--- config.mk ---
export PLATFORM = sky130hd
export DESIGN_NAME = pipibibs_gcu_ops
export DESIGN_NICKNAME = d
export VERILOG_FILES = /design/src/verilog/pipibibs_pkg.sv /design/src/verilog/pipibibs_gcu_ops.sv
export SDC_FILE = /design/constraint.sdc
export NUM_CORES = 1
export LEC_CHECK = 0
export BUFFER_PORTS_ARGS = -buffer_cell sky130_fd_sc_hd__buf_2
export CAP_MARGIN = 20
export CELL_PAD_IN_SITES_DETAIL_PLACEMENT = 2
export CELL_PAD_IN_SITES_GLOBAL_PLACEMENT = 2
export CORE_MARGIN = 2
export CORE_UTILIZATION = 18
export CTS_CLUSTER_DIAMETER = 150
export CTS_CLUSTER_SIZE = 30
export DETAILED_ROUTE_END_ITERATION = 16
export HOLD_SLACK_MARGIN = 0.06
export PLACE_DENSITY_LB_ADDON = 0.1
export SLEW_MARGIN = 5
export SYNTH_ARGS = -nofsm -noshare
export SYNTH_HDL_FRONTEND = slang
export SYNTH_SLANG_ARGS = --single-unit
--- constraint.sdc ---
create_clock -name clk96 -period 2.15 [get_ports clk96]
set_clock_uncertainty 0.2 [all_clocks]
set_input_delay 0.43 -clock clk96 [delete_from_list [all_inputs] [get_ports clk96]]
set_output_delay 0.43 -clock clk96 [all_outputs]
set_load 0.02 [all_outputs]
--- src/verilog/pipibibs_pkg.sv ---
package pipibibs_pkg;

    // one 68000 bus cycle as seen by the glue logic
    typedef struct packed {
        logic        valid;  // address strobe
        logic        rw;     // 1 = read
        logic [23:1] addr;   // word address
        logic [15:0] wdata;
        logic [1:0]  be;     // {upper, lower} byte enables
    } bus_req_t;

    typedef struct packed {
        logic        dtack;  // one cycle pulse
        logic [15:0] rdata;
    } bus_rsp_t;

    typedef enum logic [2:0] {
        DEV_NONE,
        DEV_ROM,
        DEV_WRAM,
        DEV_PALRAM,
        DEV_SRAM,
        DEV_GCU,
        DEV_IO
    } dev_sel_t;

    // order matters, the GCU model reports the index
    typedef enum logic [2:0] {
        GCU_IDLE,
        GCU_SET_RAM_PTR,
        GCU_SELECT_REG,
        GCU_WRITE_REG,
        GCU_WRITE_RAM,
        GCU_READ_RAM_H,
        GCU_READ_RAM_L
    } gcu_op_t;

    typedef struct packed {
        logic [9:0] joy1;
        logic [9:0] joy2;
        logic [3:0] start;
        logic [3:0] coin;
        logic       service;
        logic       test;
        logic [7:0] dsw_a;
        logic [7:0] dsw_b;
        logic [7:0] dsw_c;
    } cabinet_t;

    // byte addresses of the main CPU map
    localparam logic [23:0] ROM_LAST    = 24'h03FFFF;
    localparam logic [23:0] WRAM_BASE   = 24'h080000; // bits 23:16
    localparam logic [23:0] PALRAM_BASE = 24'h0C0000; // bits 23:12
    localparam logic [23:0] GCU_BASE    = 24'h140000; // bits 23:16
    localparam logic [23:0] SRAM_BASE   = 24'h190000; // bits 23:12
    localparam logic [23:0] IO_BASE     = 24'h19C000; // bits 23:12

    localparam logic [11:0] IO_DSWA   = 12'h020;
    localparam logic [11:0] IO_DSWB   = 12'h024;
    localparam logic [11:0] IO_JUMPER = 12'h028;
    localparam logic [11:0] IO_SYS    = 12'h02C;
    localparam logic [11:0] IO_IN1    = 12'h030;
    localparam logic [11:0] IO_IN2    = 12'h034;

    localparam logic [3:0] GCU_VCOUNT = 4'hC;

    localparam logic [9:0] V_TOTAL       = 10'd262;
    localparam logic [9:0] V_BLANK_START = 10'd245;

    // GP9001 command for a bus cycle, idle when the offset has none
    function automatic gcu_op_t gcu_decode(input bus_req_t req);
        logic [3:0] off;
        gcu_op_t    op;
        off = {req.addr[3:1], 1'b0};
        op  = GCU_IDLE;
        if (req.rw) begin
            case (off)
                4'h4:    op = GCU_READ_RAM_H;
                4'h6:    op = GCU_READ_RAM_L;
                default: op = GCU_IDLE; // vcount is served locally
            endcase
        end else begin
            case (off)
                4'h0:       op = GCU_SET_RAM_PTR;
                4'h8:       op = GCU_SELECT_REG;
                4'hC:       op = GCU_WRITE_REG;
                4'h4, 4'h6: op = GCU_WRITE_RAM;
                default:    op = GCU_IDLE;
            endcase
        end
        return op;
    endfunction

endpackage

--- src/verilog/pipibibs_gcu_ops.sv ---
`timescale 1ns/1ps

module pipibibs_gcu_ops (
    input  logic                   clk96,
    input  logic                   reset96,
    input  pipibibs_pkg::dev_sel_t sel,
    input  pipibibs_pkg::bus_req_t req_q,
    input  logic                   gcu_ack,
    input  logic [15:0]            gcu_dout,
    output pipibibs_pkg::gcu_op_t  gcu_op,
    output logic                   gcu_done,
    output logic [15:0]            gcu_rdata
);

    typedef enum logic [1:0] {IDLE, WAIT_ACK, DONE} state_t;

    state_t                state;
    pipibibs_pkg::gcu_op_t op_d;

    assign op_d = pipibibs_pkg::gcu_decode(req_q);

    always_ff @(posedge clk96 or posedge reset96) begin
        if (reset96) begin
            state    <= IDLE;
            gcu_op   <= pipibibs_pkg::GCU_IDLE;
            gcu_done <= 1'b0;
        end else begin
            gcu_done <= 1'b0;
            case (state)
                IDLE: begin
                    if (sel == pipibibs_pkg::DEV_GCU && op_d != pipibibs_pkg::GCU_IDLE) begin
                        gcu_op <= op_d;
                        state  <= WAIT_ACK;
                    end
                end
                WAIT_ACK: begin
                    if (gcu_ack) begin
                        gcu_op   <= pipibibs_pkg::GCU_IDLE;
                        gcu_done <= 1'b1;
                        state    <= DONE;
                    end
                end
                DONE: if (sel != pipibibs_pkg::DEV_GCU) state <= IDLE; // wait for strobe drop
                default: state <= IDLE;
            endcase
        end
    end

    always_ff @(posedge clk96) begin
        if (state == WAIT_ACK && gcu_ack)
            gcu_rdata <= gcu_dout; // controller data valid with ack
    end

    // held command still matches the frozen bus cycle
    assert property (@(posedge clk96) disable iff (reset96)
        gcu_op != pipibibs_pkg::GCU_IDLE |-> sel == pipibibs_pkg::DEV_GCU && op_d == gcu_op);

endmodule

# Yosys cells after proc, flatten, opt, wreduce, memory -nomap -nowiden
# Index checks and enable logic that the tools add are counted.
dict set report op_classes {
  eq_ne 11
  n_mux 12
  n_reduce_logical 9
}
# op n
set op_table {}
lappend op_table {{3-bit one-hot mux with 2 select lines} 2}
lappend op_table {{3-bit one-hot mux with 4 select lines} 1}
lappend op_table {{3-bit == test, second input constant} 3}
lappend op_table {{3-bit 2-to-1 mux} 3}
lappend op_table {{3-bit by 2-bit == test with 1-bit output, second input constant} 2}
lappend op_table {{2-bit 2-to-1 mux} 3}
lappend op_table {{2-bit inequality test, second input constant} 3}
lappend op_table {{2-bit one-hot mux with 3 select lines} 1}
lappend op_table {{3-bit AND reduction} 2}
lappend op_table {{3-bit logical NOT} 1}
lappend op_table {{3-bit inequality test, second input constant} 1}
lappend op_table {{3-bit nonzero test} 1}
lappend op_table {{2-bit by 1-bit == test with 1-bit output, second input constant} 1}
lappend op_table {{2-bit == test, second input constant} 1}
lappend op_table {{1-bit logical AND} 2}
lappend op_table {{2-bit logical NOT} 1}
lappend op_table {{1-bit 2-to-1 mux} 2}
lappend op_table {{2-bit nonzero test} 1}
lappend op_table {{2-bit OR reduction} 1}
dict set report word_totals {
  ff_bits 22
  input_bits 65
  output_inout_bits 20
  wordCells 36
}

# Longest topological paths before layout
dict set report depth {
  depth_word 8
  mapped_depth 3
  depth_no_buf 3
}

# Worst setup path before layout
# Ideal clock, no wire load.
dict set report synth_path {
  kind {register -> register}
  from {reg state[1]}
  to {reg gcu_rdata[0], enable pin}
  arrival_ns 1.000
  required_ns 1.583
  slack_ns 0.583
  stages_incl_launch_ff 3
  n_path_buf 0
  cell_sequence {dfrtp_1 nand3b_1 inv_1}
}
dict set report synth_via {
  elab_chain_len 2
}
# element line
set synth_lines {}
lappend synth_lines {{from (decl)} pipibibs_gcu_ops.sv:17} ;# state_t state;
lappend synth_lines {{from (signal assigned)} pipibibs_gcu_ops.sv:24} ;# state <= IDLE;
lappend synth_lines {{from (signal assigned)} pipibibs_gcu_ops.sv:33} ;# state <= WAIT_ACK;
lappend synth_lines {{from (signal assigned)} pipibibs_gcu_ops.sv:40} ;# state <= DONE;
lappend synth_lines {{2-bit by 1-bit == test with 1-bit output} pipibibs_gcu_ops.sv:50} ;# if (state == WAIT_ACK && gcu_ack)
lappend synth_lines {{1-bit logical AND} pipibibs_gcu_ops.sv:50}
lappend synth_lines {{to (signal assigned)} pipibibs_gcu_ops.sv:51} ;# gcu_rdata <= gcu_dout;
lappend synth_lines {{to (decl)} pipibibs_gcu_ops.sv:12} ;# output logic [15:0] gcu_rdata
# No other way between the ends.
# A chain may end at the register's enable or synchronous reset.

# Worst setup path in the final report
dict set report layout_path {
  from {reg state[1]}
  to {reg gcu_rdata[1], enable pin}
}
# Same word-level chain as after synthesis.

==> flow_metrics.py <==
metrics = {
    "synth": {
        "synth_flop_cell": "edfxtp_1",
        "synth_warnings": 0,
        "synth_largest_area_cell": "edfxtp_1",
        "seq_area_frac_synth_pct": 77.90,
        "synth_enable_flop_cells": 16,
        "syn_area_um2": 809.5,
        "yosysUniqueCellTypes": 18,
        "synth.top_cells.by_area": "edfxtp_1 59%, dfrtp_1 19%, mux2i_1 3.7%, a211oi_4 2.5%, and4bb_2 1.5%",
        "syn_nets": 111,
        "syn_inst": 46,
        "async_reset_ff_share_pct": 27.27,
        "ys_ff_latch": 22,
        "synth.avg_cell_area_um2": 17.60,
        "synth_top_cell_area_share_pct": 59.35,
    },
    "min_path": {
        "hp-start": "gcu_dout[6]",
        "hp-class": "in -> reg",
    },
    "final_layout": {
        "fill_cells": 487,
        "syn_to_final_growth_pct": 46.83,
        "mostFrequentLayoutCells": "45 x buf_2, 16 x edfxtp_1, 6 x dfrtp_1",
        "diodes": 0,
        "final_common_cell": "buf_2",
        "nNetsFinal": 163,
        "drive_gt1_share_pct": 54.64,
    },
    "pwr": {
        "ir_drop_mv": 0.6125,
        "p_leak_nw": 0.5148,
        "power_density_nw_per_um2": 801.9,
    },
    "floorplan": {
        "core_um2": 4354,
        "dieArea_um2": 5050,
        "start_util_pct": 18.59,
        "num_io_pins": 85,
        "die_w_um": 71.06,
        "num_rows": 24,
        "die_h_um": 71.06,
    },
    "sta": {
        "timing.slew.headroom_pct": 79.36,
        "hold_violations": 0,
        "rsz0062_at_grt": "no",
        "finalCritPeriodShare_pct": 74.01,
        "fin_ws_ps": 558.8,
        "clock.fmax_mhz": 628.5,
        "setup-violations-final": 0,
        "slew_violations": 0,
        "min_period_ps": 1591,
        "worst_pin_slew_ps": 308.6,
        "setup_tns_ps": 0,
        "whs_ps": 138.6,
    },
    "job": {
        "cap_violations": 0,
    },
    "setup_path": {
        "cp-end-kind": "flip-flop",
        "crit_start": "state[1]$_DFFE_PP0P_",
        "crit_family": "flip-flops",
        "cp.arrival_ps": 1340,
        "critPathSlowestCell": "dfrtp_1",
        "path_cells": "nand3b_1 > inv_1 > buf_4",
        "worstPathBufferInverterCount": 2,
        "crit_fanout": 17,
        "startpoint_type": "flip-flop",
        "critical_path_class": "reg -> reg",
        "required_ps": 1900,
        "r2r-start": "state[1]$_DFFE_PP0P_",
        "slowest_delay_ps": 430,
    },
    "place": {
        "place_congestion": 0.6351,
        "portBuffers": 45,
        "place_ws_ps": 447.8,
        "dp_hpwl_um": 1494,
    },
    "routing": {
        "dr_total_vias": 571,
        "wl_per_cell_um": 12.76,
        "drt_pass1_iterations": 3,
        "route.final.wire_length_um": 1901,
        "ant_nets": 0,
        "drc": 0,
        "avgViaCountPerCell": 3.832,
        "first_iter_violations": 25,
    },
    "cts": {
        "ctsHoldBuffers": 1,
        "cts_resized": 0,
        "post_cts_buffers": 0,
        "clock_latency_ps": 260,
        "cts_tree": "built",
        "cts.sinks": 22,
        "clk_path_buf_depth": 2,
        "cts_buffers": 3,
        "htree_levels": 1,
        "clockRootBuffer": "clkbuf_8",
        "clkTransAtPathRegs_ps": 80,
    },
    "global_route": {
        "antenna_found_initial": 0,
        "globalRouteOverflowTotal": 0,
        "grt_pass1_vias": 630,
        "grt_pass1_wl_um": 3353,
        "grt_max_degree": 18,
        "grt_usage_pct": 8.634,
    },
    "status": {
        "status": "complete, no violations",
    },
}
-- cell usage after synthesis (2+ instances only) --
cell type	instances
nand2_1	3
edfxtp_1	16
o21ai_0	2
mux2i_1	3
dfrtp_1	6
inv_1	3
nand2b_1	2
-- state kept, by name, summed over array words and instances (netlist names) --
| signal | flops |
|---|---|
| gcu_rdata | 16 |
| gcu_op | 3 |
| state | 2 |
| gcu_done | 1 |
-- worst reg2reg max path, stage by stage, from the launching register on --
cell and delay [ps]:
dfrtp_1 430, nand3b_1 300, inv_1 100, buf_4 250
-- power breakdown --
part | total, mW | internal, mW | switching, mW
clock network | 0.380 | 0.249 | 0.132
registers | 0.482 | 0.474 | 0.00783
logic | 0.0908 | 0.0402 | 0.0506
-- per-layer routing --
layer / wire length, um / global-route usage [%] / up-vias
li1: - / - / 269
met1: 793 / 10.91 / 279
met2: 970 / 14.12 / 21
met3: 130 / 3.704 / 2
met4: 7 / 1.258 / 0
met5: 0 / 0 / -
-- stage by stage --
stage	total power, mW	instances	util, %	instance area [um2]
6_report	0.9531	149	27.30	1189
5_1_grt	1.003	149	27.30	1189
4_1_cts	0.9736	149	27.30	1189
3_5_place_dp	0.5832	144	25.43	1107
3_3_place_gp	0.5808	144	25.43	1107
2_1_floorplan	0.5352	46	-	809.5
-- kinds of logic (layout without fill, tap and decap cells) --
kind of cell    Yosys count  count (layout)  share of synthesized area, %
buf+inv                   3              54                         1.391
simple gates             13              13                         11.59
mux                       3               3                         3.710
flops                    22              22                         77.90
compound gates            5               5                         5.411
-- final timing paths --
path                            cells after the start  slack, ps                      to
worst max-delay path                                3        560  gcu_rdata[1]$_DFFE_PP_
worst min-delay path                                1        140  gcu_rdata[6]$_DFFE_PP_
worst max register to register                      3        560  gcu_rdata[1]$_DFFE_PP_
worst min register to register                      2        340   gcu_op[0]$_DFFE_PP0P_
max in group asynchronous                           3       1140   gcu_op[2]$_DFFE_PP0P_
min in group asynchronous                           3        410   gcu_op[1]$_DFFE_PP0P_
-- area by class of cell --
type / instances / area [um2] / share of cell area (%)
Clock buffer: 3 / 41.29 / 3.474
Clock inverter: 1 / 30.03 / 2.526
Inverter: 3 / 11.26 / 0.9474
Multi-Input combinational cell: 21 / 167.7 / 14.11
Sequential cell: 22 / 630.6 / 53.05
Tap cell: 52 / 65.06 / 5.474
Timing Repair Buffer: 47 / 242.7 / 20.42
Power figures use the tool's default switching activity.
