<file path="config.mk">
export PLATFORM = sky130hd
export DESIGN_NAME = pipibibs_bus_ctrl
export DESIGN_NICKNAME = d
export VERILOG_FILES = /design/src/verilog/pipibibs_pkg.sv /design/src/verilog/pipibibs_bus_ctrl.sv
export SDC_FILE = /design/constraint.sdc
export NUM_CORES = 1
export LEC_CHECK = 0
export ABC_AREA = 1
export CORE_MARGIN = 4
export CORE_UTILIZATION = 30
export DETAILED_ROUTE_END_ITERATION = 10
export DONT_BUFFER_PORTS = 1
export MAX_ROUTING_LAYER = met4
export PLACE_DENSITY = 0.54
export RECOVER_POWER = 100
export SLEW_MARGIN = 20
export SYNTH_ARGS = -nofsm -noshare
export SYNTH_HDL_FRONTEND = slang
export SYNTH_SLANG_ARGS = --single-unit
</file>
<file path="constraint.sdc">
create_clock -name clk96 -period 1.6 [get_ports clk96]
set_input_delay 0.16 -clock clk96 [delete_from_list [all_inputs] [get_ports clk96]]
set_output_delay 0.16 -clock clk96 [all_outputs]
set_load 0.05 [all_outputs]
</file>
<file path="src/verilog/pipibibs_pkg.sv">
package pipibibs_pkg;

    // one 68000 bus cycle as seen by the glue logic
    typedef struct packed {
        logic        valid;  // address strobe
        logic        rw;     // 1 = read
        logic [23:1] addr;   // word address
        logic [15:0] wdata;
        logic [1:0]  be;     // {upper, lower} byte enables
    } bus_req_t;

    typedef struct packed {
        logic        dtack;  // one cycle pulse
        logic [15:0] rdata;
    } bus_rsp_t;

    typedef enum logic [2:0] {
        DEV_NONE,
        DEV_ROM,
        DEV_WRAM,
        DEV_PALRAM,
        DEV_SRAM,
        DEV_GCU,
        DEV_IO
    } dev_sel_t;

    // order matters, the GCU model reports the index
    typedef enum logic [2:0] {
        GCU_IDLE,
        GCU_SET_RAM_PTR,
        GCU_SELECT_REG,
        GCU_WRITE_REG,
        GCU_WRITE_RAM,
        GCU_READ_RAM_H,
        GCU_READ_RAM_L
    } gcu_op_t;

    typedef struct packed {
        logic [9:0] joy1;
        logic [9:0] joy2;
        logic [3:0] start;
        logic [3:0] coin;
        logic       service;
        logic       test;
        logic [7:0] dsw_a;
        logic [7:0] dsw_b;
        logic [7:0] dsw_c;
    } cabinet_t;

    // byte addresses of the main CPU map
    localparam logic [23:0] ROM_LAST    = 24'h03FFFF;
    localparam logic [23:0] WRAM_BASE   = 24'h080000; // bits 23:16
    localparam logic [23:0] PALRAM_BASE = 24'h0C0000; // bits 23:12
    localparam logic [23:0] GCU_BASE    = 24'h140000; // bits 23:16
    localparam logic [23:0] SRAM_BASE   = 24'h190000; // bits 23:12
    localparam logic [23:0] IO_BASE     = 24'h19C000; // bits 23:12

    localparam logic [11:0] IO_DSWA   = 12'h020;
    localparam logic [11:0] IO_DSWB   = 12'h024;
    localparam logic [11:0] IO_JUMPER = 12'h028;
    localparam logic [11:0] IO_SYS    = 12'h02C;
    localparam logic [11:0] IO_IN1    = 12'h030;
    localparam logic [11:0] IO_IN2    = 12'h034;

    localparam logic [3:0] GCU_VCOUNT = 4'hC;

    localparam logic [9:0] V_TOTAL       = 10'd262;
    localparam logic [9:0] V_BLANK_START = 10'd245;

    // GP9001 command for a bus cycle, idle when the offset has none
    function automatic gcu_op_t gcu_decode(input bus_req_t req);
        logic [3:0] off;
        gcu_op_t    op;
        off = {req.addr[3:1], 1'b0};
        op  = GCU_IDLE;
        if (req.rw) begin
            case (off)
                4'h4:    op = GCU_READ_RAM_H;
                4'h6:    op = GCU_READ_RAM_L;
                default: op = GCU_IDLE; // vcount is served locally
            endcase
        end else begin
            case (off)
                4'h0:       op = GCU_SET_RAM_PTR;
                4'h8:       op = GCU_SELECT_REG;
                4'hC:       op = GCU_WRITE_REG;
                4'h4, 4'h6: op = GCU_WRITE_RAM;
                default:    op = GCU_IDLE;
            endcase
        end
        return op;
    endfunction

endpackage

</file>
<file path="src/verilog/pipibibs_bus_ctrl.sv">
`timescale 1ns/1ps

module pipibibs_bus_ctrl (
    input  logic                   clk96,
    input  logic                   reset96,
    input  pipibibs_pkg::dev_sel_t sel,
    input  pipibibs_pkg::bus_req_t req_q,
    input  logic [15:0]            wram_rdata,
    input  logic [15:0]            palram_rdata,
    input  logic [7:0]             sram_rdata,
    input  logic [15:0]            io_rdata,
    input  logic [15:0]            vstat_rdata,
    input  logic                   prg_ok,
    input  logic [15:0]            prg_data,
    input  logic                   gcu_done,
    input  logic [15:0]            gcu_rdata,
    output logic                   prg_cs,
    output pipibibs_pkg::bus_rsp_t cpu_rsp
);

    logic [1:0]  sel_cnt;   // cycles into the current selection
    logic        done;
    logic        rom_seen;
    logic [15:0] rom_q;
    logic        gcu_cmd;
    logic        vcount_rd;
    logic        ready;
    logic [15:0] src_data;

    assign prg_cs    = (sel == pipibibs_pkg::DEV_ROM);
    assign gcu_cmd   = (pipibibs_pkg::gcu_decode(req_q) != pipibibs_pkg::GCU_IDLE);
    assign vcount_rd = req_q.rw && ({req_q.addr[3:1], 1'b0} == pipibibs_pkg::GCU_VCOUNT);

    always_comb begin
        case (sel)
            pipibibs_pkg::DEV_ROM: ready = rom_seen;
            pipibibs_pkg::DEV_GCU: ready = gcu_cmd ? gcu_done : (sel_cnt != 2'd0);
            default:               ready = (sel_cnt != 2'd0); // rams, io, unmapped
        endcase
    end

    always_comb begin
        case (sel)
            pipibibs_pkg::DEV_ROM:    src_data = rom_q;
            pipibibs_pkg::DEV_WRAM:   src_data = wram_rdata;
            pipibibs_pkg::DEV_PALRAM: src_data = palram_rdata;
            pipibibs_pkg::DEV_SRAM:   src_data = {2{sram_rdata}};
            pipibibs_pkg::DEV_IO:     src_data = io_rdata;
            pipibibs_pkg::DEV_GCU:
                src_data = gcu_cmd ? gcu_rdata : (vcount_rd ? vstat_rdata : 16'h0000);
            default:                  src_data = 16'h0000;
        endcase
    end

    always_ff @(posedge clk96 or posedge reset96) begin
        if (reset96) begin
            sel_cnt  <= 2'd0;
            done     <= 1'b0;
            rom_seen <= 1'b0;
            cpu_rsp  <= '0;
        end else begin
            cpu_rsp.dtack <= 1'b0;
            cpu_rsp.rdata <= 16'h0000;
            if (!req_q.valid) begin
                sel_cnt  <= 2'd0;
                done     <= 1'b0;
                rom_seen <= 1'b0;
            end else begin
                if (sel_cnt != 2'd3)
                    sel_cnt <= sel_cnt + 2'd1;
                if (prg_cs && prg_ok)
                    rom_seen <= 1'b1;
                if (ready && !done) begin
                    done          <= 1'b1;
                    cpu_rsp.dtack <= 1'b1;
                    cpu_rsp.rdata <= req_q.rw ? src_data : 16'h0000;
                end
            end
        end
    end

    always_ff @(posedge clk96) begin
        if (prg_cs && prg_ok && !rom_seen)
            rom_q <= prg_data;
    end

    // dtack only inside a strobed cycle, unmapped ones included
    assert property (@(posedge clk96) disable iff (reset96)
        cpu_rsp.dtack |-> req_q.valid && $past(req_q.valid));

endmodule

</file>
### Word level (Yosys, flattened, before mapping)

Index checks and enable logic that the tools add are counted.

| storage, ports and cells | value |
|---|---|
| register bits after elaboration | 37 |
| bits of input ports | 154 |
| output and inout bits | 18 |
| word-level logic and storage cells | 48 |

| operators by class | value |
|---|---|
| add/subtract/negate cells | 1 |
| equal/unequal tests | 14 |
| multiplexer cells | 17 |
| reduce and logical (&&, ||, !) cells | 10 |

Operator list:

| kind | number |
|---|---|
| $pmux W16 S6 | 1 |
| $mux W16 | 3 |
| $mux W17 | 2 |
| $eq A3 B3 Y1 const B | 5 |
| $eq A3 B2 Y1 const B | 4 |
| $pmux W3 S4 | 1 |
| $ne A2 B1 Y1 const B | 3 |
| $pmux W3 S2 | 1 |
| $mux W1 | 5 |
| $logic_and A1 B1 Y1 | 4 |
| $mux W2 | 2 |
| $eq A3 B1 Y1 const B | 1 |
| $logic_not A3 Y1 | 1 |
| $mux W3 | 1 |
| $reduce_bool A3 Y1 | 1 |
| $add A2 B1 Y2 const B | 1 |
| $logic_not A1 Y1 | 2 |
| $ne A2 B2 Y1 const B | 1 |
| $pmux W1 S2 | 1 |
| $reduce_bool A2 Y1 | 1 |
| $reduce_or A2 Y1 | 1 |

### Longest topological paths before layout

| logic depth | value |
|---|---|
| word-level depth | 10 |
| gate-level depth with buffers | 11 |
| gate-level depth less buffers | 9 |

### Least setup slack after synthesis

OpenSTA, ideal clock, no wires.

| path | value |
|---|---|
| path kind | input to register |
| start point | input sel[1] |
| end point | register rom_q[0] (enable) |
| library setup time | 0.388 ns |
| data arrival time | 1.630 ns |
| required time | 1.212 ns |
| slack | -0.418 ns |
| cell stages on the path | 6 |
| buffers on the path | 1 |
| path through | buf_6 inv_4 nand2_4 nor2_4 nand2_1 nor2_1 |

| between the ends | value |
|---|---|
| cells in the longest elaborated chain, start to end | 3 |

Ends and longest elaborated chain:

| element | RTL line | text |
|---|---|---|
| start, declared | pipibibs_bus_ctrl.sv:6 | `input pipibibs_pkg::dev_sel_t sel,` |
| $eq A3 B1 Y1 | pipibibs_bus_ctrl.sv:30 | `assign prg_cs = (sel == pipibibs_pkg::DEV_ROM);` |
| named net prg_cs | pipibibs_bus_ctrl.sv:17 | `output logic prg_cs,` |
| $logic_and A1 B1 Y1 (2 in a row) | pipibibs_bus_ctrl.sv:83 | `if (prg_cs && prg_ok && !rom_seen)` |
| end signal, assigned | pipibibs_bus_ctrl.sv:84 | `rom_q <= prg_data;` |
| end, declared | pipibibs_bus_ctrl.sv:24 | `logic [15:0] rom_q;` |

The timed path passes the listed nets, and every way through them passes these cells.
A chain may end at the register's enable or synchronous reset.

### Final worst setup path

| path | value |
|---|---|
| start point | register sel_cnt[0] |
| end point | register cpu_rsp[8] (netlist bit) |

| between the ends | value |
|---|---|
| cells in the longest elaborated chain, start to end | 6 |

Ends and longest elaborated chain:

| element | RTL line | text |
|---|---|---|
| start, declared | pipibibs_bus_ctrl.sv:21 | `logic [1:0] sel_cnt;` |
| start signal, assigned | pipibibs_bus_ctrl.sv:70 | `sel_cnt <= sel_cnt + 2'd1;` |
| $reduce_bool A2 Y1 * | pipibibs_bus_ctrl.sv:37, pipibibs_bus_ctrl.sv:38 |  |
| $mux W1 | pipibibs_bus_ctrl.sv:37 | `pipibibs_pkg::DEV_GCU: ready = gcu_cmd ? gcu_done : (sel_cnt != 2'd0);` |
| $pmux W1 S2 * | pipibibs_bus_ctrl.sv:35 | `case (sel)` |
| $logic_and A1 B1 Y1 * | pipibibs_bus_ctrl.sv:73 | `if (ready && !done) begin` |
| $mux W17 * | pipibibs_bus_ctrl.sv:73 |  |
| $mux W17 * | pipibibs_bus_ctrl.sv:64 | `if (!req_q.valid) begin` |
| end, declared | pipibibs_bus_ctrl.sv:18 | `output pipibibs_pkg::bus_rsp_t cpu_rsp` |

Mark *: on every way between the ends. The rest lies on a longest branch, timed or not.

==> run metrics <==
outcome=complete, no violations; Post-CTS Setup Repair Bufs=0; CTS root buffer=clkbuf_8; CP required=between 1500 and 2000 ps; # nets final=just over 500; number of routed nets with antenna violations=0; Post-synth EDFFs=16; area of the core=7848 µm²; most common cell after layout, fill and taps aside=nand2_1; final-report setup violation count=0; Syn Std Cell Area=~2400 µm²; RD Place Congestion=0.8672; final core utilization=0.3586; pwr dens=roughly 830 nW/µm²; via count=approximately 2200; die area=between 9000 and 10000 µm²; TritonRoute pass-1 iters=4; Worst-path clk slew=80 ps; initial cell density of the core=0.3122; Post-Syn Nets=approximately 490; Warnings, synthesis=0; Post-CTS Hold Buffers=18; Fin. Hold Viols=0; diode count=0; post-route total power=approximately 0.0023 W; max-cap viol count=0; vias in the first global route=roughly 2200; crit-path cells=inv_1, ha_1, nand3_1, nand4_4, nor2_1; CP max FO=16; Max clock buf depth=2; # resized after CTS=0; Period minus WS final=between 1000 and 1500 ps; Area Growth Syn to Fin=14.86%; Synth Instances=between 300 and 400; chip width=98.37 µm; ys flop type=dfrtp_1; I/O pin cnt=~170; #FFs+latches synth=37; post-route cell area=2814 µm²; LEAKAGE=around 1.3 nW; Die Y=between 90 and 100 µm; Setup CP Type=reg -> reg; Yosys cell types=27; Max VDD drop=between 0.4 and 0.5 mV; drt drc=0; post-detailed-placement half-perimeter wirelength=approximately 6300 µm; Max Clock Freq=approximately 740 MHz; Iteration-0 DRC Markers=86; # H-tree levels=2; crit path launch=sel_cnt[0]; worst r2r src=sel_cnt[0]; largest net degree at the start of global routing=26; number of CTS-inserted buffers=5; commonest cells after routing, fill and taps aside=nand2_1, nor2_1, inv_1, nand4_1, dfrtp_1; WHS=around 38 ps; grt total ovfl=0; share of layout cells above drive strength 1=0.1124; Max-slew headroom=0.6095; slowest CP cell=dfrtp_1; placed cell area=between 2000 and 3000 µm²; clock sinks=37; Worst Setup End Kind=register; final WL=~8000 µm; initial antenna violation count=0; Skew-Pair Late Insertion Delay=slightly below 300 ps; Avg Cell Area, Syn=7.270 µm²; ratio of final minimum period to clock period=0.8425; RSZ-0062 raised after global routing=no; vias per cell=slightly below 5; min-delay worst type=in -> reg; first-pass GRT wire length=around 12000 µm; Fin Clk Skew=around 1.9 ps; wire length per cell=between 15 and 20 µm; Total GRT Usage=0.1707; port bufs=0; Synth async-reset ratio=0.5676; Seq/Total Area, Yosys=0.4106; final setup TNS=0 ps; CP max stage delay=around 390 ps; Final Max Tran Viols=0; Rows=32; Min-Delay Startpoint=prg_ok; Critical Path AT=approximately 1600 ps; worst slew pin tran=just under 600 ps; CP Launch Type=register; TritonCTS clock tree=built
## per-layer routing
| metal | vias up | global-route usage | share of wire | wire [µm] |
|---|---|---|---|---|
| met5 | - | - | 0 | 0 |
| met4 | 0 | 0.05147 | 0.020 | 156 |
| met3 | 10 | 0.04000 | 0.068 | 545 |
| met2 | 97 | 0.2657 | 0.47 | 3718 |
| met1 | 997 | 0.2206 | 0.44 | 3543 |
| li1 | 1111 | - | - | - |
## registers in the layout (all words and copies together), names as in the netlist
name / flops
done: 1
rom_seen: 1
rom_q: 16
sel_cnt: 2
cpu_rsp: 17
## kinds of logic (layout without fill, tap and decap cells)
kind of cell	Yosys count	in the layout	synth area share
XOR/XNOR	1	1	0.003576
flip-flops	37	37	0.4106
buffers and inverters	66	85	0.1246
adder cells (fa/ha/maj)	2	2	0.01021
AND/OR/NAND/NOR	205	205	0.3978
AO/OA/AOI/OAI	26	26	0.05312
## cells in the mapped netlist, types with 3 or more instances
cell,instances,share of area
nor2_4,3,0.014
buf_6,5,0.023
dfrtp_1,21,0.21
buf_2,8,0.016
nand3_1,19,0.039
nand4_1,27,0.069
nand2_1,75,0.11
edfxtp_1,16,0.20
nand3_2,3,0.012
o21ai_0,4,0.0082
inv_2,5,0.0077
a21oi_1,20,0.041
inv_1,44,0.067
nor2_2,8,0.020
nor2_1,61,0.093
## critical path: cells and delay by family, from the launching register on
| kind | cells | cell delay, ps |
|---|---|---|
| adder cells (fa/ha/maj) | 1 | 190 |
| buffers and inverters | 1 | 60 |
| AND/OR/NAND/NOR | 3 | 620 |
| flip-flops | 1 | 390 |
## power by group
group | total, W | internal [W] | switching, W
Sequential | 0.00113 | 0.00104 | 0.0000934
Clock | 0.000814 | 0.000459 | 0.000355
Combinational | 0.000391 | 0.000145 | 0.000246
## stage by stage
step / setup WS, ps / cells
floorplan: 1.144 / 337
global placement: 324.8 / 432
detailed placement: 285.4 / 432
CTS: 265.2 / 458
global route: 93.43 / 458
finish: 252.0 / 458
## worst paths after layout
path	endpoint	slack, ps	depth (start not counted)
setup / recovery	cpu_rsp[8]	250	5
min in group asynchronous	cpu_rsp[1]	440	3
hold reg to reg	cpu_rsp[16]	470	1
setup reg to reg	cpu_rsp[8]	250	5
max in group asynchronous	cpu_rsp[12]	780	3
hold / removal	rom_seen	40	2
## final cells by class
| type | instances | area (µm²) |
|---|---|---|
| fill | 861 | 5034 |
| tap | 102 | 127.6 |
| clock inverter | 3 | 41.29 |
| clock buffer | 5 | 68.82 |
| sequential | 37 | 1006 |
| multi-input combinational | 234 | 1139 |
| inverter | 50 | 192.7 |
| timing repair buffer | 27 | 239.0 |
(Power assumes the default switching activity.)
