--- src/verilog/pipibibs_pkg.sv ---
package pipibibs_pkg;

    // one 68000 bus cycle as seen by the glue logic
    typedef struct packed {
        logic        valid;  // address strobe
        logic        rw;     // 1 = read
        logic [23:1] addr;   // word address
        logic [15:0] wdata;
        logic [1:0]  be;     // {upper, lower} byte enables
    } bus_req_t;

    typedef struct packed {
        logic        dtack;  // one cycle pulse
        logic [15:0] rdata;
    } bus_rsp_t;

    typedef enum logic [2:0] {
        DEV_NONE,
        DEV_ROM,
        DEV_WRAM,
        DEV_PALRAM,
        DEV_SRAM,
        DEV_GCU,
        DEV_IO
    } dev_sel_t;

    // order matters, the GCU model reports the index
    typedef enum logic [2:0] {
        GCU_IDLE,
        GCU_SET_RAM_PTR,
        GCU_SELECT_REG,
        GCU_WRITE_REG,
        GCU_WRITE_RAM,
        GCU_READ_RAM_H,
        GCU_READ_RAM_L
    } gcu_op_t;

    typedef struct packed {
        logic [9:0] joy1;
        logic [9:0] joy2;
        logic [3:0] start;
        logic [3:0] coin;
        logic       service;
        logic       test;
        logic [7:0] dsw_a;
        logic [7:0] dsw_b;
        logic [7:0] dsw_c;
    } cabinet_t;

    // byte addresses of the main CPU map
    localparam logic [23:0] ROM_LAST    = 24'h03FFFF;
    localparam logic [23:0] WRAM_BASE   = 24'h080000; // bits 23:16
    localparam logic [23:0] PALRAM_BASE = 24'h0C0000; // bits 23:12
    localparam logic [23:0] GCU_BASE    = 24'h140000; // bits 23:16
    localparam logic [23:0] SRAM_BASE   = 24'h190000; // bits 23:12
    localparam logic [23:0] IO_BASE     = 24'h19C000; // bits 23:12

    localparam logic [11:0] IO_DSWA   = 12'h020;
    localparam logic [11:0] IO_DSWB   = 12'h024;
    localparam logic [11:0] IO_JUMPER = 12'h028;
    localparam logic [11:0] IO_SYS    = 12'h02C;
    localparam logic [11:0] IO_IN1    = 12'h030;
    localparam logic [11:0] IO_IN2    = 12'h034;

    localparam logic [3:0] GCU_VCOUNT = 4'hC;

    localparam logic [9:0] V_TOTAL       = 10'd262;
    localparam logic [9:0] V_BLANK_START = 10'd245;

    // GP9001 command for a bus cycle, idle when the offset has none
    function automatic gcu_op_t gcu_decode(input bus_req_t req);
        logic [3:0] off;
        gcu_op_t    op;
        off = {req.addr[3:1], 1'b0};
        op  = GCU_IDLE;
        if (req.rw) begin
            case (off)
                4'h4:    op = GCU_READ_RAM_H;
                4'h6:    op = GCU_READ_RAM_L;
                default: op = GCU_IDLE; // vcount is served locally
            endcase
        end else begin
            case (off)
                4'h0:       op = GCU_SET_RAM_PTR;
                4'h8:       op = GCU_SELECT_REG;
                4'hC:       op = GCU_WRITE_REG;
                4'h4, 4'h6: op = GCU_WRITE_RAM;
                default:    op = GCU_IDLE;
            endcase
        end
        return op;
    endfunction

endpackage

--- src/verilog/pipibibs_addr_dec.sv ---
`timescale 1ns/1ps

module pipibibs_addr_dec (
    input  logic                   clk96,
    input  logic                   reset96,
    input  pipibibs_pkg::bus_req_t cpu_req,
    output pipibibs_pkg::dev_sel_t sel,
    output pipibibs_pkg::bus_req_t req_q
);

    logic [23:0]            byte_addr;
    pipibibs_pkg::dev_sel_t sel_d;

    assign byte_addr = {cpu_req.addr, 1'b0}; // map is written in bytes

    always_comb begin
        sel_d = pipibibs_pkg::DEV_NONE;
        if (cpu_req.valid) begin
            if (byte_addr <= pipibibs_pkg::ROM_LAST)
                sel_d = pipibibs_pkg::DEV_ROM;
            else if (byte_addr[23:16] == pipibibs_pkg::WRAM_BASE[23:16])
                sel_d = pipibibs_pkg::DEV_WRAM;
            else if (byte_addr[23:12] == pipibibs_pkg::PALRAM_BASE[23:12])
                sel_d = pipibibs_pkg::DEV_PALRAM;
            else if (byte_addr[23:16] == pipibibs_pkg::GCU_BASE[23:16])
                sel_d = pipibibs_pkg::DEV_GCU;
            else if (byte_addr[23:12] == pipibibs_pkg::SRAM_BASE[23:12])
                sel_d = pipibibs_pkg::DEV_SRAM;
            else if (byte_addr[23:12] == pipibibs_pkg::IO_BASE[23:12])
                sel_d = pipibibs_pkg::DEV_IO;
        end
    end

    always_ff @(posedge clk96 or posedge reset96) begin
        if (reset96) begin
            sel   <= pipibibs_pkg::DEV_NONE;
            req_q <= '0;
        end else begin
            sel   <= sel_d;
            req_q <= cpu_req; // cpu holds fields until dtack
        end
    end

    // cpu keeps the cycle frozen while the strobe is held
    assert property (@(posedge clk96) disable iff (reset96)
        cpu_req.valid && $past(cpu_req.valid) |-> cpu_req == $past(cpu_req));

endmodule

--- config.mk ---
export PLATFORM = sky130hd
export DESIGN_NAME = pipibibs_addr_dec
export DESIGN_NICKNAME = d
export VERILOG_FILES = /design/src/verilog/pipibibs_pkg.sv /design/src/verilog/pipibibs_addr_dec.sv
export SDC_FILE = /design/constraint.sdc
export NUM_CORES = 1
export LEC_CHECK = 0
export ABC_AREA = 1
export BUFFER_PORTS_ARGS = -buffer_cell sky130_fd_sc_hd__clkbuf_2
export CAP_MARGIN = 10
export CORE_ASPECT_RATIO = 0.9
export CORE_MARGIN = 5
export CORE_UTILIZATION = 40
export DETAILED_ROUTE_END_ITERATION = 6
export PLACE_DENSITY = 0.77
export SYNTH_ARGS = -nofsm -noshare
export SYNTH_HDL_FRONTEND = slang
export SYNTH_SLANG_ARGS = --single-unit
--- constraint.sdc ---
create_clock -name clk96 -period 4.6 [get_ports clk96]
set_clock_uncertainty 0.1 [all_clocks]
set_input_delay 0.92 -clock clk96 [delete_from_list [all_inputs] [get_ports clk96]]
set_output_delay 0.92 -clock clk96 [all_outputs]
set_load 0.05 [all_outputs]
# Word-level counts from Yosys, hierarchy flattened
# Cells that the tools add are included.
[op_classes]
add_sub_neg = 0
n_mul = 0
div_mod_pow = 0
n_lt_le_gt_ge = 1
eq_ne = 5
n_shift = 0
muxes = 7
bitwise = 0
n_reduce_logical = 0
[op_table]
columns = ["cell", "n"]
rows = [
  ["$eq A12 B9 Y1 const B", 2],
  ["$le A24 B18 Y1 const B", 1],
  ["$mux W3", 7],
  ["$eq A12 B8 Y1 const B", 1],
  ["$eq A8 B4 Y1 const B", 1],
  ["$eq A8 B5 Y1 const B", 1],
]
[word_totals]
ff_bits = 46
latch_bits = 0
mem_bits_rw = 0
mem_bits_ro = 0
input_bits = 45
out_inout_bits = 46
elab_cells = 19
n_memories = 0

# Longest topological paths before layout
# Gate-level depths: netlist (run 1).
[logic_depth]
ltp_word = 8
depth_mapped = 8
mapped_depth_nobuf = 8

# Least setup slack after synthesis (run 1)
# OpenSTA, ideal clock, no wires.
[synth_path]
path_type = "flip-flop to output port"
start = "reg req_q[0] (netlist name)"
end = "out req_q[0] (netlist name)"
arrival_ns = 0.586
required_time_ns = 3.580
path_slack_ns = 2.994
path_stages_with_launch = 1
n_path_buf = 0
path_cell_list = "dfrtp_1"
[synth_rtl]
columns = ["element", "line", "source"]
rows = [
  ["start, declared", "pipibibs_addr_dec.sv:8", "output pipibibs_pkg::bus_req_t req_q"],
  ["start signal, assigned", "pipibibs_addr_dec.sv:40", "req_q <= cpu_req;"],
]
# No word-level cell between the ends.

# Worst setup path in the final report (run 1)
[layout_path]
start = "reg req_q[8] (netlist name)"
end = "out req_q[8] (netlist name)"
# No word-level cell between the ends.

==> results of run 1 <==
cells in the final DEF, fill, tap and decap left out, drive strengths merged:
cell type	n
clkbuf	95
clkinv	2
dfrtp	46
inv	14
nand2	15
nand3	7
nor2	11
nor3	1
routing by layer:
layer / global-route usage (%) / vias to the layer above / part of all wire [%] / wire, µm
met4: 7.746 / 0 / 2.3 / 70
li1: - / 470 / - / -
met1: 16.72 / 434 / 37 / 1149
met5: 0 / - / 0 / 0
met2: 22.94 / 62 / 46 / 1414
met3: 7.798 / 7 / 14 / 443
area by class of cell:
cell class	count	area, µm²	share of cell area (%)
Multi-Input combinational cell	34	145.1	7.508
Timing Repair Buffer	90	450.4	23.30
Clock inverter	2	10.01	0.5178
Clock buffer	5	68.82	3.560
Sequential cell	46	1151	59.55
Tap cell	44	55.05	2.848
Inverter	14	52.55	2.718
where the power goes:
group	leakage, µW	internal [µW]	total, µW	switching [µW]
sequential	0.000543	423	428	5.08
combinational	0.000536	28.4	127	99.0
clock	0.0000438	102	218	116
total	0.00112	553	774	220
sequential cells by signal, summed over array words and instances (netlist names):
name   count
req_q     43
sel        3
final timing paths:
| path | startpoint | end | cells after the start |
|---|---|---|---|
| worst min-delay path | cpu_req[23] | req_q[23] | 1 |
| min in group asynchronous | reset96 | req_q[23] | 2 |
| worst max-delay path | req_q[8] | req_q[8] | 1 |
| max in group asynchronous | reset96 | req_q[25] | 2 |
stage by stage:
step | util, % | worst slack, ps | total power [µW] | std cells
after floorplan | - | 2492 | 519.1 | 94
after global placement | 56.14 | 2792 | 562.6 | 228
after detailed placement | 56.14 | 2767 | 565.9 | 228
after CTS | 58.52 | 2650 | 788.2 | 235
after global routing | 58.52 | 2614 | 816.9 | 235
final | 58.52 | 2671 | 773.8 | 235
cells by family (layout without fill, tap and decap cells):
family,after synthesis,after routing,synth area share [%]
buffers and inverters,14,111,3.896
DFF,46,46,85.34
and+or+nand+nor,34,34,10.76
==> run metrics, run 1 <==
CORE AREA=3303 µm²; Post-CTS Setup Inserts=0; Synth cell types=8; delay-heaviest family, CP=flip-flops; final wirelength=3077 µm; VDD IR max=0.0001384 V; Post-Layout Inst Area=1933 µm²; final setup fails=0; CP bufs+invs=1; Final Cycle Share=41.93%; diodes inserted=0; post-synthesis sequential area ratio=85.34%; Final Max Slew Viols=0; final hold violation count=0; Top FF cell, synth=dfrtp_1; post-synthesis cell count=94; Worst Path Required=3580 ps; Period minus WS final=1929 ps; Syn Std Cell Area=1349 µm²; post-synth top area share=85.34%; All-Layer GR Usage=14.86%; post-DP HPWL=2556 µm; initial antenna violation count=0; EDFF count, synth=0; DRC viols=0; CP max FO=1; largest area contributor in the netlist=dfrtp_1; YS warnings=0; DR WL/cell=13.09 µm; root buf cell=clkbuf_8; Congestion Overflow GR=0; Async SR Flop Fraction=100.0%; Core Rows=20; most frequent cell after synthesis=dfrtp_1; Fill cells=284; Critical Path End Type=output pin; Pwr Density=400.3 nW/µm²; Final #Nets=236; pin count of the biggest net entering global routing=47; Max Buffers Root-to-Sink=2; Area Overhead vs Synth=43.32%; register clock-pin slew on the reported worst setup and hold paths=70 ps; Hold Slack=634.6 ps; HP Class=in2reg; Setup CP Type=reg2out; Final TNS setup=0 ps; Initial Util=40.83%; syn_nets=139; Crit path largest cell delay=350 ps; wire length of the first global-routing pass=5030 µm; Clock Sinks=46; synth top area cells=dfrtp_1, inv_1, nand2_1; dpl cell area=1854 µm²; RePlAce Congestion=0.7468; Max-slew headroom=41.09%; worst slew pin tran=882.3 ps; Slowest-stage cell, CP=dfrtp_1; Inserted Clock Buffers=5; die area=4635 µm²; Die H=65.09 µm; top cells by count, synth=dfrtp_1, inv_1, nand2_1; initial DRC count=74; Clock H-tree levels=2; post_cts resized=0; die width=71.21 µm; Final ANT Viol Nets=0; outcome=finished, final reports clean; DRT Pass-1 Iters=4; Max-Cap Viols=0; vias=973; Port Buf Inserts=90; share of cells above drive strength 1=52.88%; CTS tree=built; CP Data Arrival Time=910 ps; worst-path cell chain=clkbuf_2; critical path startpoint category=register; #FFs+latches synth=46; Leak Pwr=0.001123 µW; DR vias/cell=4.140; # IOs=91; unrepaired setup endpoints after global routing=no; hold buffer count at cts=0; Synth Area per Inst=14.35 µm²; vias in the first global route=1051; Max Fclk=0.5185 GHz
Note: power is estimated with default switching activity, not from simulation.
==> inputs of run 2 (changes only) <==
clock period = 1.8 ns   (was 4.6 ns; I/O delays follow)
==> run 2 against run 1 <==
Highest routed layer unchanged. Sequential cell count did not move. First-iteration DRC count fell by 53%. Hold slack got worse by 560 ps. Utilization rose by 0.76 points. Critical endpoint is now req_q[12]. Critical path type unchanged. Non-clock buffer count rose by 3. Sequential power rose to 2.5 times the previous value. Worst setup slack got worse by 2200 ps. Critical path depth did not move.
==> run metrics, run 2 (synthesis gave the netlist of run 1 again) <==
outcome=finished, final reports clean; Die H=65.09 µm (unchanged); Clock Sinks=46 (unchanged); CP max FO=1 (unchanged); delay-heaviest family, CP=flip-flops; Area Overhead vs Synth=45.18%; Final TNS setup=0 ps (unchanged); Slowest-stage cell, CP=dfrtp_1; pin count of the biggest net entering global routing=19 (-60%); top flop regs=req_q x43, sel x3; Worst Hold Path Cells=1 (unchanged); Pwr Density=1014 nW/µm² (+150%); vias=971 (-0.21%); diodes inserted=0 (unchanged); DR WL/cell=12.97 µm (-0.97%); Final Max Slew Viols=0 (unchanged); Fill cells=295 (+3.9%); Clock H-tree levels=2 (unchanged); CTS tree=built; Crit path largest cell delay=350 ps (about the same); share of cells above drive strength 1=53.09% (+0.21 points); final wirelength=3086 µm (+0.29%); # IOs=91 (unchanged); Initial Util=40.83% (unchanged); CP Data Arrival Time=910 ps (about the same); Congestion Overflow GR=0 (unchanged); die area=4635 µm² (unchanged); CP bufs+invs=1 (unchanged); worst-path cell chain=clkbuf_2; post-DP HPWL=2623 µm (+2.6%); CORE AREA=3303 µm² (unchanged); wire length of the first global-routing pass=4968 µm (-1.2%); Period minus WS final=1365 ps; Port Buf Inserts=90 (unchanged); worst slew pin tran=297.8 ps (-584.5 ps); Multi-input gate area=145.1 µm² (unchanged); initial DRC count=35 (-53%); Hold Slack=79.09 ps (-555.5 ps); VDD IR max=0.0005627 V (+310%); critical path startpoint category=register; Max-Cap Viols=0 (unchanged); RePlAce Congestion=0.7346 (-1.6%); Inserted Clock Buffers=5 (unchanged); Post-CTS Setup Inserts=0 (unchanged); DR vias/cell=4.080 (-1.5%); Max-slew headroom=80.23% (+39 points); flip-flop count of the largest register after layout=43 (unchanged); Max Buffers Root-to-Sink=2 (unchanged); Final Cycle Share=75.85%; unrepaired setup endpoints after global routing=no; commonest cells after routing, fill and taps aside=clkbuf_2, dfrtp_1, nand2_1, inv_1, nor2_1; Core Rows=20 (unchanged); register clock-pin slew on the reported worst setup and hold paths=80 ps (about the same); Leak Pwr=0.001137 µW (+1.2%); crit path launch=req_q[12]; initial antenna violation count=0 (unchanged); Worst Hold Path EP=req_q[19]; DRT Pass-1 Iters=4 (unchanged); Setup WS pre-CTS=590.9 ps (-2176 ps); Worst Path Required=1340 ps (-2240 ps); final setup fails=0 (unchanged); final hold violation count=0 (unchanged); Critical Path End Type=output pin; most common cell after layout, fill and taps aside=clkbuf_2; Max Fclk=0.7325 GHz; vias in the first global route=988 (-6.0%); Final ANT Viol Nets=0 (unchanged); area occupied by registers=1151 µm² (unchanged); Final #Nets=239 (+1.3%); Final WS setup=434.7 ps (-2237 ps); die width=71.21 µm (unchanged); HP Class=in2reg; Setup CP Type=reg2out; Largest Register=req_q; DRC viols=0 (unchanged); root buf cell=clkbuf_8; All-Layer GR Usage=14.48% (-0.39 points); hold_sp=cpu_req[19]
==> run 2: cell types whose count changed in the layout (fill, tap and decap cells not counted) <==
| cell | change |
|---|---|
| buf_4 | +2 |
| dlygate4sd3_1 | +1 |
==> run 2: report_power, final <==
group	total, µW	internal, µW	switching (µW)
Sequential	1090	1080	12.8
Combinational	330	76.9	254
Clock	561	260	300
==> run 2: repair_timing <==
item / 4_1_cts / 5_1_grt
resized for setup: 0 / 0
endpoints found under the hold margin: 12 / 0
hold buffers: 1 / 0
==> run 2: worst max-delay path by stage <==
stage / slack (ps) / cells after the start / to
after floorplan: 250 / 1 / req_q[0]
after global placement: 620 / 9 / sel[1]
after detailed placement: 590 / 8 / sel[2]
after CTS: 410 / 1 / req_q[12]
after global routing: 390 / 1 / req_q[36]
final: 430 / 1 / req_q[12]
==> run 2: layout make-up <==
class	count	share of cell area, %
clock buffers	5	3.514
clock inverters	2	0.5112
inverters	14	2.684
multi-input cells	34	7.412
flip-flops and latches	46	58.79
well taps	44	2.811
repair buffers	93	24.28
==> run 2: metrics by stage <==
step | total power, µW | utilization, % | area [µm²] | std cells
final | 1985 | 59.28 | 1958 | 238
after global routing | 2072 | 59.28 | 1958 | 238
after CTS | 2013 | 59.28 | 1958 | 238
after detailed placement | 1449 | 56.59 | 1869 | 230
after global placement | 1443 | 56.59 | 1869 | 230
after floorplan | 1327 | - | 1349 | 94
==> run 2: metal layers <==
| metal | vias to the layer above | GRT usage (%) | routed length (µm) |
|---|---|---|---|
| li1 | 478 | - | - |
| met1 | 429 | 17.16 | 1243 |
| met2 | 60 | 23.17 | 1417 |
| met3 | 4 | 5.505 | 373 |
| met4 | 0 | 7.042 | 51 |
| met5 | - | 0 | 0 |
==> inputs of run 3 (changes only) <==
CORE_UTILIZATION = 36   (was 40)
PLACE_DENSITY = 0.74   (was 0.77)
clock period = 1.1 ns   (was 1.8 ns; I/O delays follow)
==> run 3 against run 2 <==
Critical endpoint is now req_q[13]. First-iteration DRC count is 110% higher. Total power is 86% higher. Combinational power grew to 2.6 times the previous value. Utilization is 19 points higher. Via count is 27% higher. Clock power is 77% higher. Design area is 47% higher. Worst setup slack worse by 560 ps. Sequential share of layout area is 19 points lower. Final cell count is 19% higher. Sequential power is 68% higher. Non-clock buffer count is 43 higher. The flow now finishes with violations (negative setup slack).
==> run metrics, run 3 (synthesis gave the netlist of run 1 again) <==
Max-Cap Viols=0 (unchanged); worst slew pin tran=334.8 ps (+36.96 ps); commonest cells after routing, fill and taps aside=buf_8, dfrtp_1, dlygate4sd3_1, clkbuf_2, nand2_1; Max-slew headroom=77.63% (-2.6 points); Final #Nets=282 (+18%); vias in the first global route=1285 (+30%); top flop regs=req_q x43, sel x3; Critical Path End Type=output pin; outcome=finished, violations left; DRT Pass-1 Iters=4 (unchanged); Slowest-stage cell, CP=dfrtp_1; final wirelength=5316 µm (+72%); utilization after layout=78.30% (+19 points); Final Max Slew Viols=0 (unchanged); pin count of the biggest net entering global routing=19 (unchanged); failing checks=negative setup slack; CP Data Arrival Time=900 ps (about the same); placed insts=232 (+0.87%); Setup CP Type=reg2out; Crit path depth=1 (unchanged); initial DRC count=72 (+110%); final setup fails=46 (+46); Die H=68.07 µm (+4.6%); crit path to=req_q[13]; area occupied by registers=1151 µm² (unchanged); RePlAce Congestion=0.7449 (+1.4%); critical path startpoint category=register; Clock H-tree levels=2 (unchanged); die width=74.52 µm (+4.6%); Crit path largest cell delay=430 ps (+80 ps); die area=5073 µm² (+9.4%); post-DP HPWL=2746 µm (+4.7%); VDD IR max=0.0007636 V (+36%); flip-flop count of the largest register after layout=43 (unchanged); All-Layer GR Usage=18.67% (+4.2 points); Final WS setup=-120.8 ps (-555.5 ps); Period minus WS final=1221 ps; Area Overhead vs Synth=113.5%; Hold Slack=249.4 ps (+170.3 ps); share of cells above drive strength 1=43.46% (-9.6 points); CP max FO=1 (unchanged); Fill cells=189 (-36%); HP Class=in2reg; Largest Register=req_q; crit path launch=req_q[13]; Leak Pwr=0.001470 µW (+29%); Core Rows=21 (+5.0%); Clock Sinks=46 (unchanged); DR WL/cell=18.78 µm (+45%); Post-CTS Setup Inserts=0 (unchanged); worst-path cell chain=buf_8; delay-heaviest family, CP=flip-flops; vias=1232 (+27%); DR vias/cell=4.353 (+6.7%); root buf cell=clkbuf_8; CTS tree=built; CORE AREA=3679 µm² (+11%); Multi-input gate area=145.1 µm² (unchanged); initial antenna violation count=0 (unchanged); fin cells=283 (+19%); Initial Util=36.67% (-4.2 points); unrepaired setup endpoints after global routing=yes; diodes inserted=0 (unchanged); Inserted Clock Buffers=5 (unchanged); Port Buf Inserts=90 (unchanged); # IOs=91 (unchanged); Worst Path Required=780 ps (-560 ps); register clock-pin slew on the reported worst setup and hold paths=90 ps (about the same); final hold violation count=0 (unchanged); wire length of the first global-routing pass=6672 µm (+34%); Max Fclk=0.8192 GHz; CP bufs+invs=1 (unchanged); Congestion Overflow GR=0 (unchanged); DRC viols=0 (unchanged); Max Buffers Root-to-Sink=2 (unchanged); Pwr Density=1284 nW/µm² (+27%); Final Cycle Share=111.0%; Final ANT Viol Nets=0 (unchanged)
run 3: cell types whose count changed in the layout (fill, tap and decap cells not counted), sizes merged:
| cell | previous run | this run |
|---|---|---|
| dlygate4sd3 | 1 | 44 |
| inv | 14 | 13 |
| buf | 2 | 48 |
| clkbuf | 95 | 49 |
| clkinvlp | 0 | 1 |
run 3: power by group:
| group | total, µW | switching (µW) | internal, µW |
|---|---|---|---|
| sequential | 1830 | 63.2 | 1770 |
| clock | 993 | 565 | 428 |
| combinational | 871 | 472 | 399 |
| total | 3700 | 1100 | 2600 |
run 3: worst min path at each step:
| stage | to | startpoint | depth (start not counted) | slack [ps] |
|---|---|---|---|---|
| after global routing | sel[0] | cpu_req[35] | 6 | 290 |
| after CTS | sel[0] | cpu_req[35] | 6 | 240 |
| final | sel[0] | cpu_req[35] | 6 | 250 |
| after floorplan | req_q[0] | reset96 | 1 | 140 |
| after global placement | req_q[40] | reset96 | 2 | 100 |
| after detailed placement | req_q[37] | reset96 | 2 | 110 |
run 3: per-stage QoR:
step | cell area (µm²) | setup WS [ps] | setup TNS [ps] | total power, µW
floorplan | 1353 | 194.1 | 0 | 2172
global placement | 1901 | 50.81 | 0 | 2377
detailed placement | 1901 | 48.10 | 0 | 2389
CTS | 2823 | -94.13 | -2979 | 3580
global route | 2880 | -137.8 | -4610 | 3837
finish | 2880 | -120.8 | -3409 | 3698
run 3: final cells by class:
cell class / count / area share (%)
Clock inverter: 2 / 0.3475
Tap cell: 46 / 1.998
Multi-Input combinational cell: 34 / 5.039
Timing Repair Buffer: 136 / 48.31
Inverter: 14 / 1.955
Sequential cell: 46 / 39.97
Clock buffer: 5 / 2.389
run 3: timing repair:
item                                    in CTS  in global routing
hold endpoints to repair                    54                  0
endpoints found under the setup margin      46                 46
gates resized for setup                     92                 46
hold buffers                                44                  0
run 3: layer usage:
layer  routed length, µm  GRT usage (%)  vias to the layer above
li1                    -              -                      567
met3                 513          5.433                        4
met2                2592          32.02                       79
met5                   0              0                        -
met1                2160          23.00                      582
met4                  49          5.333                        0
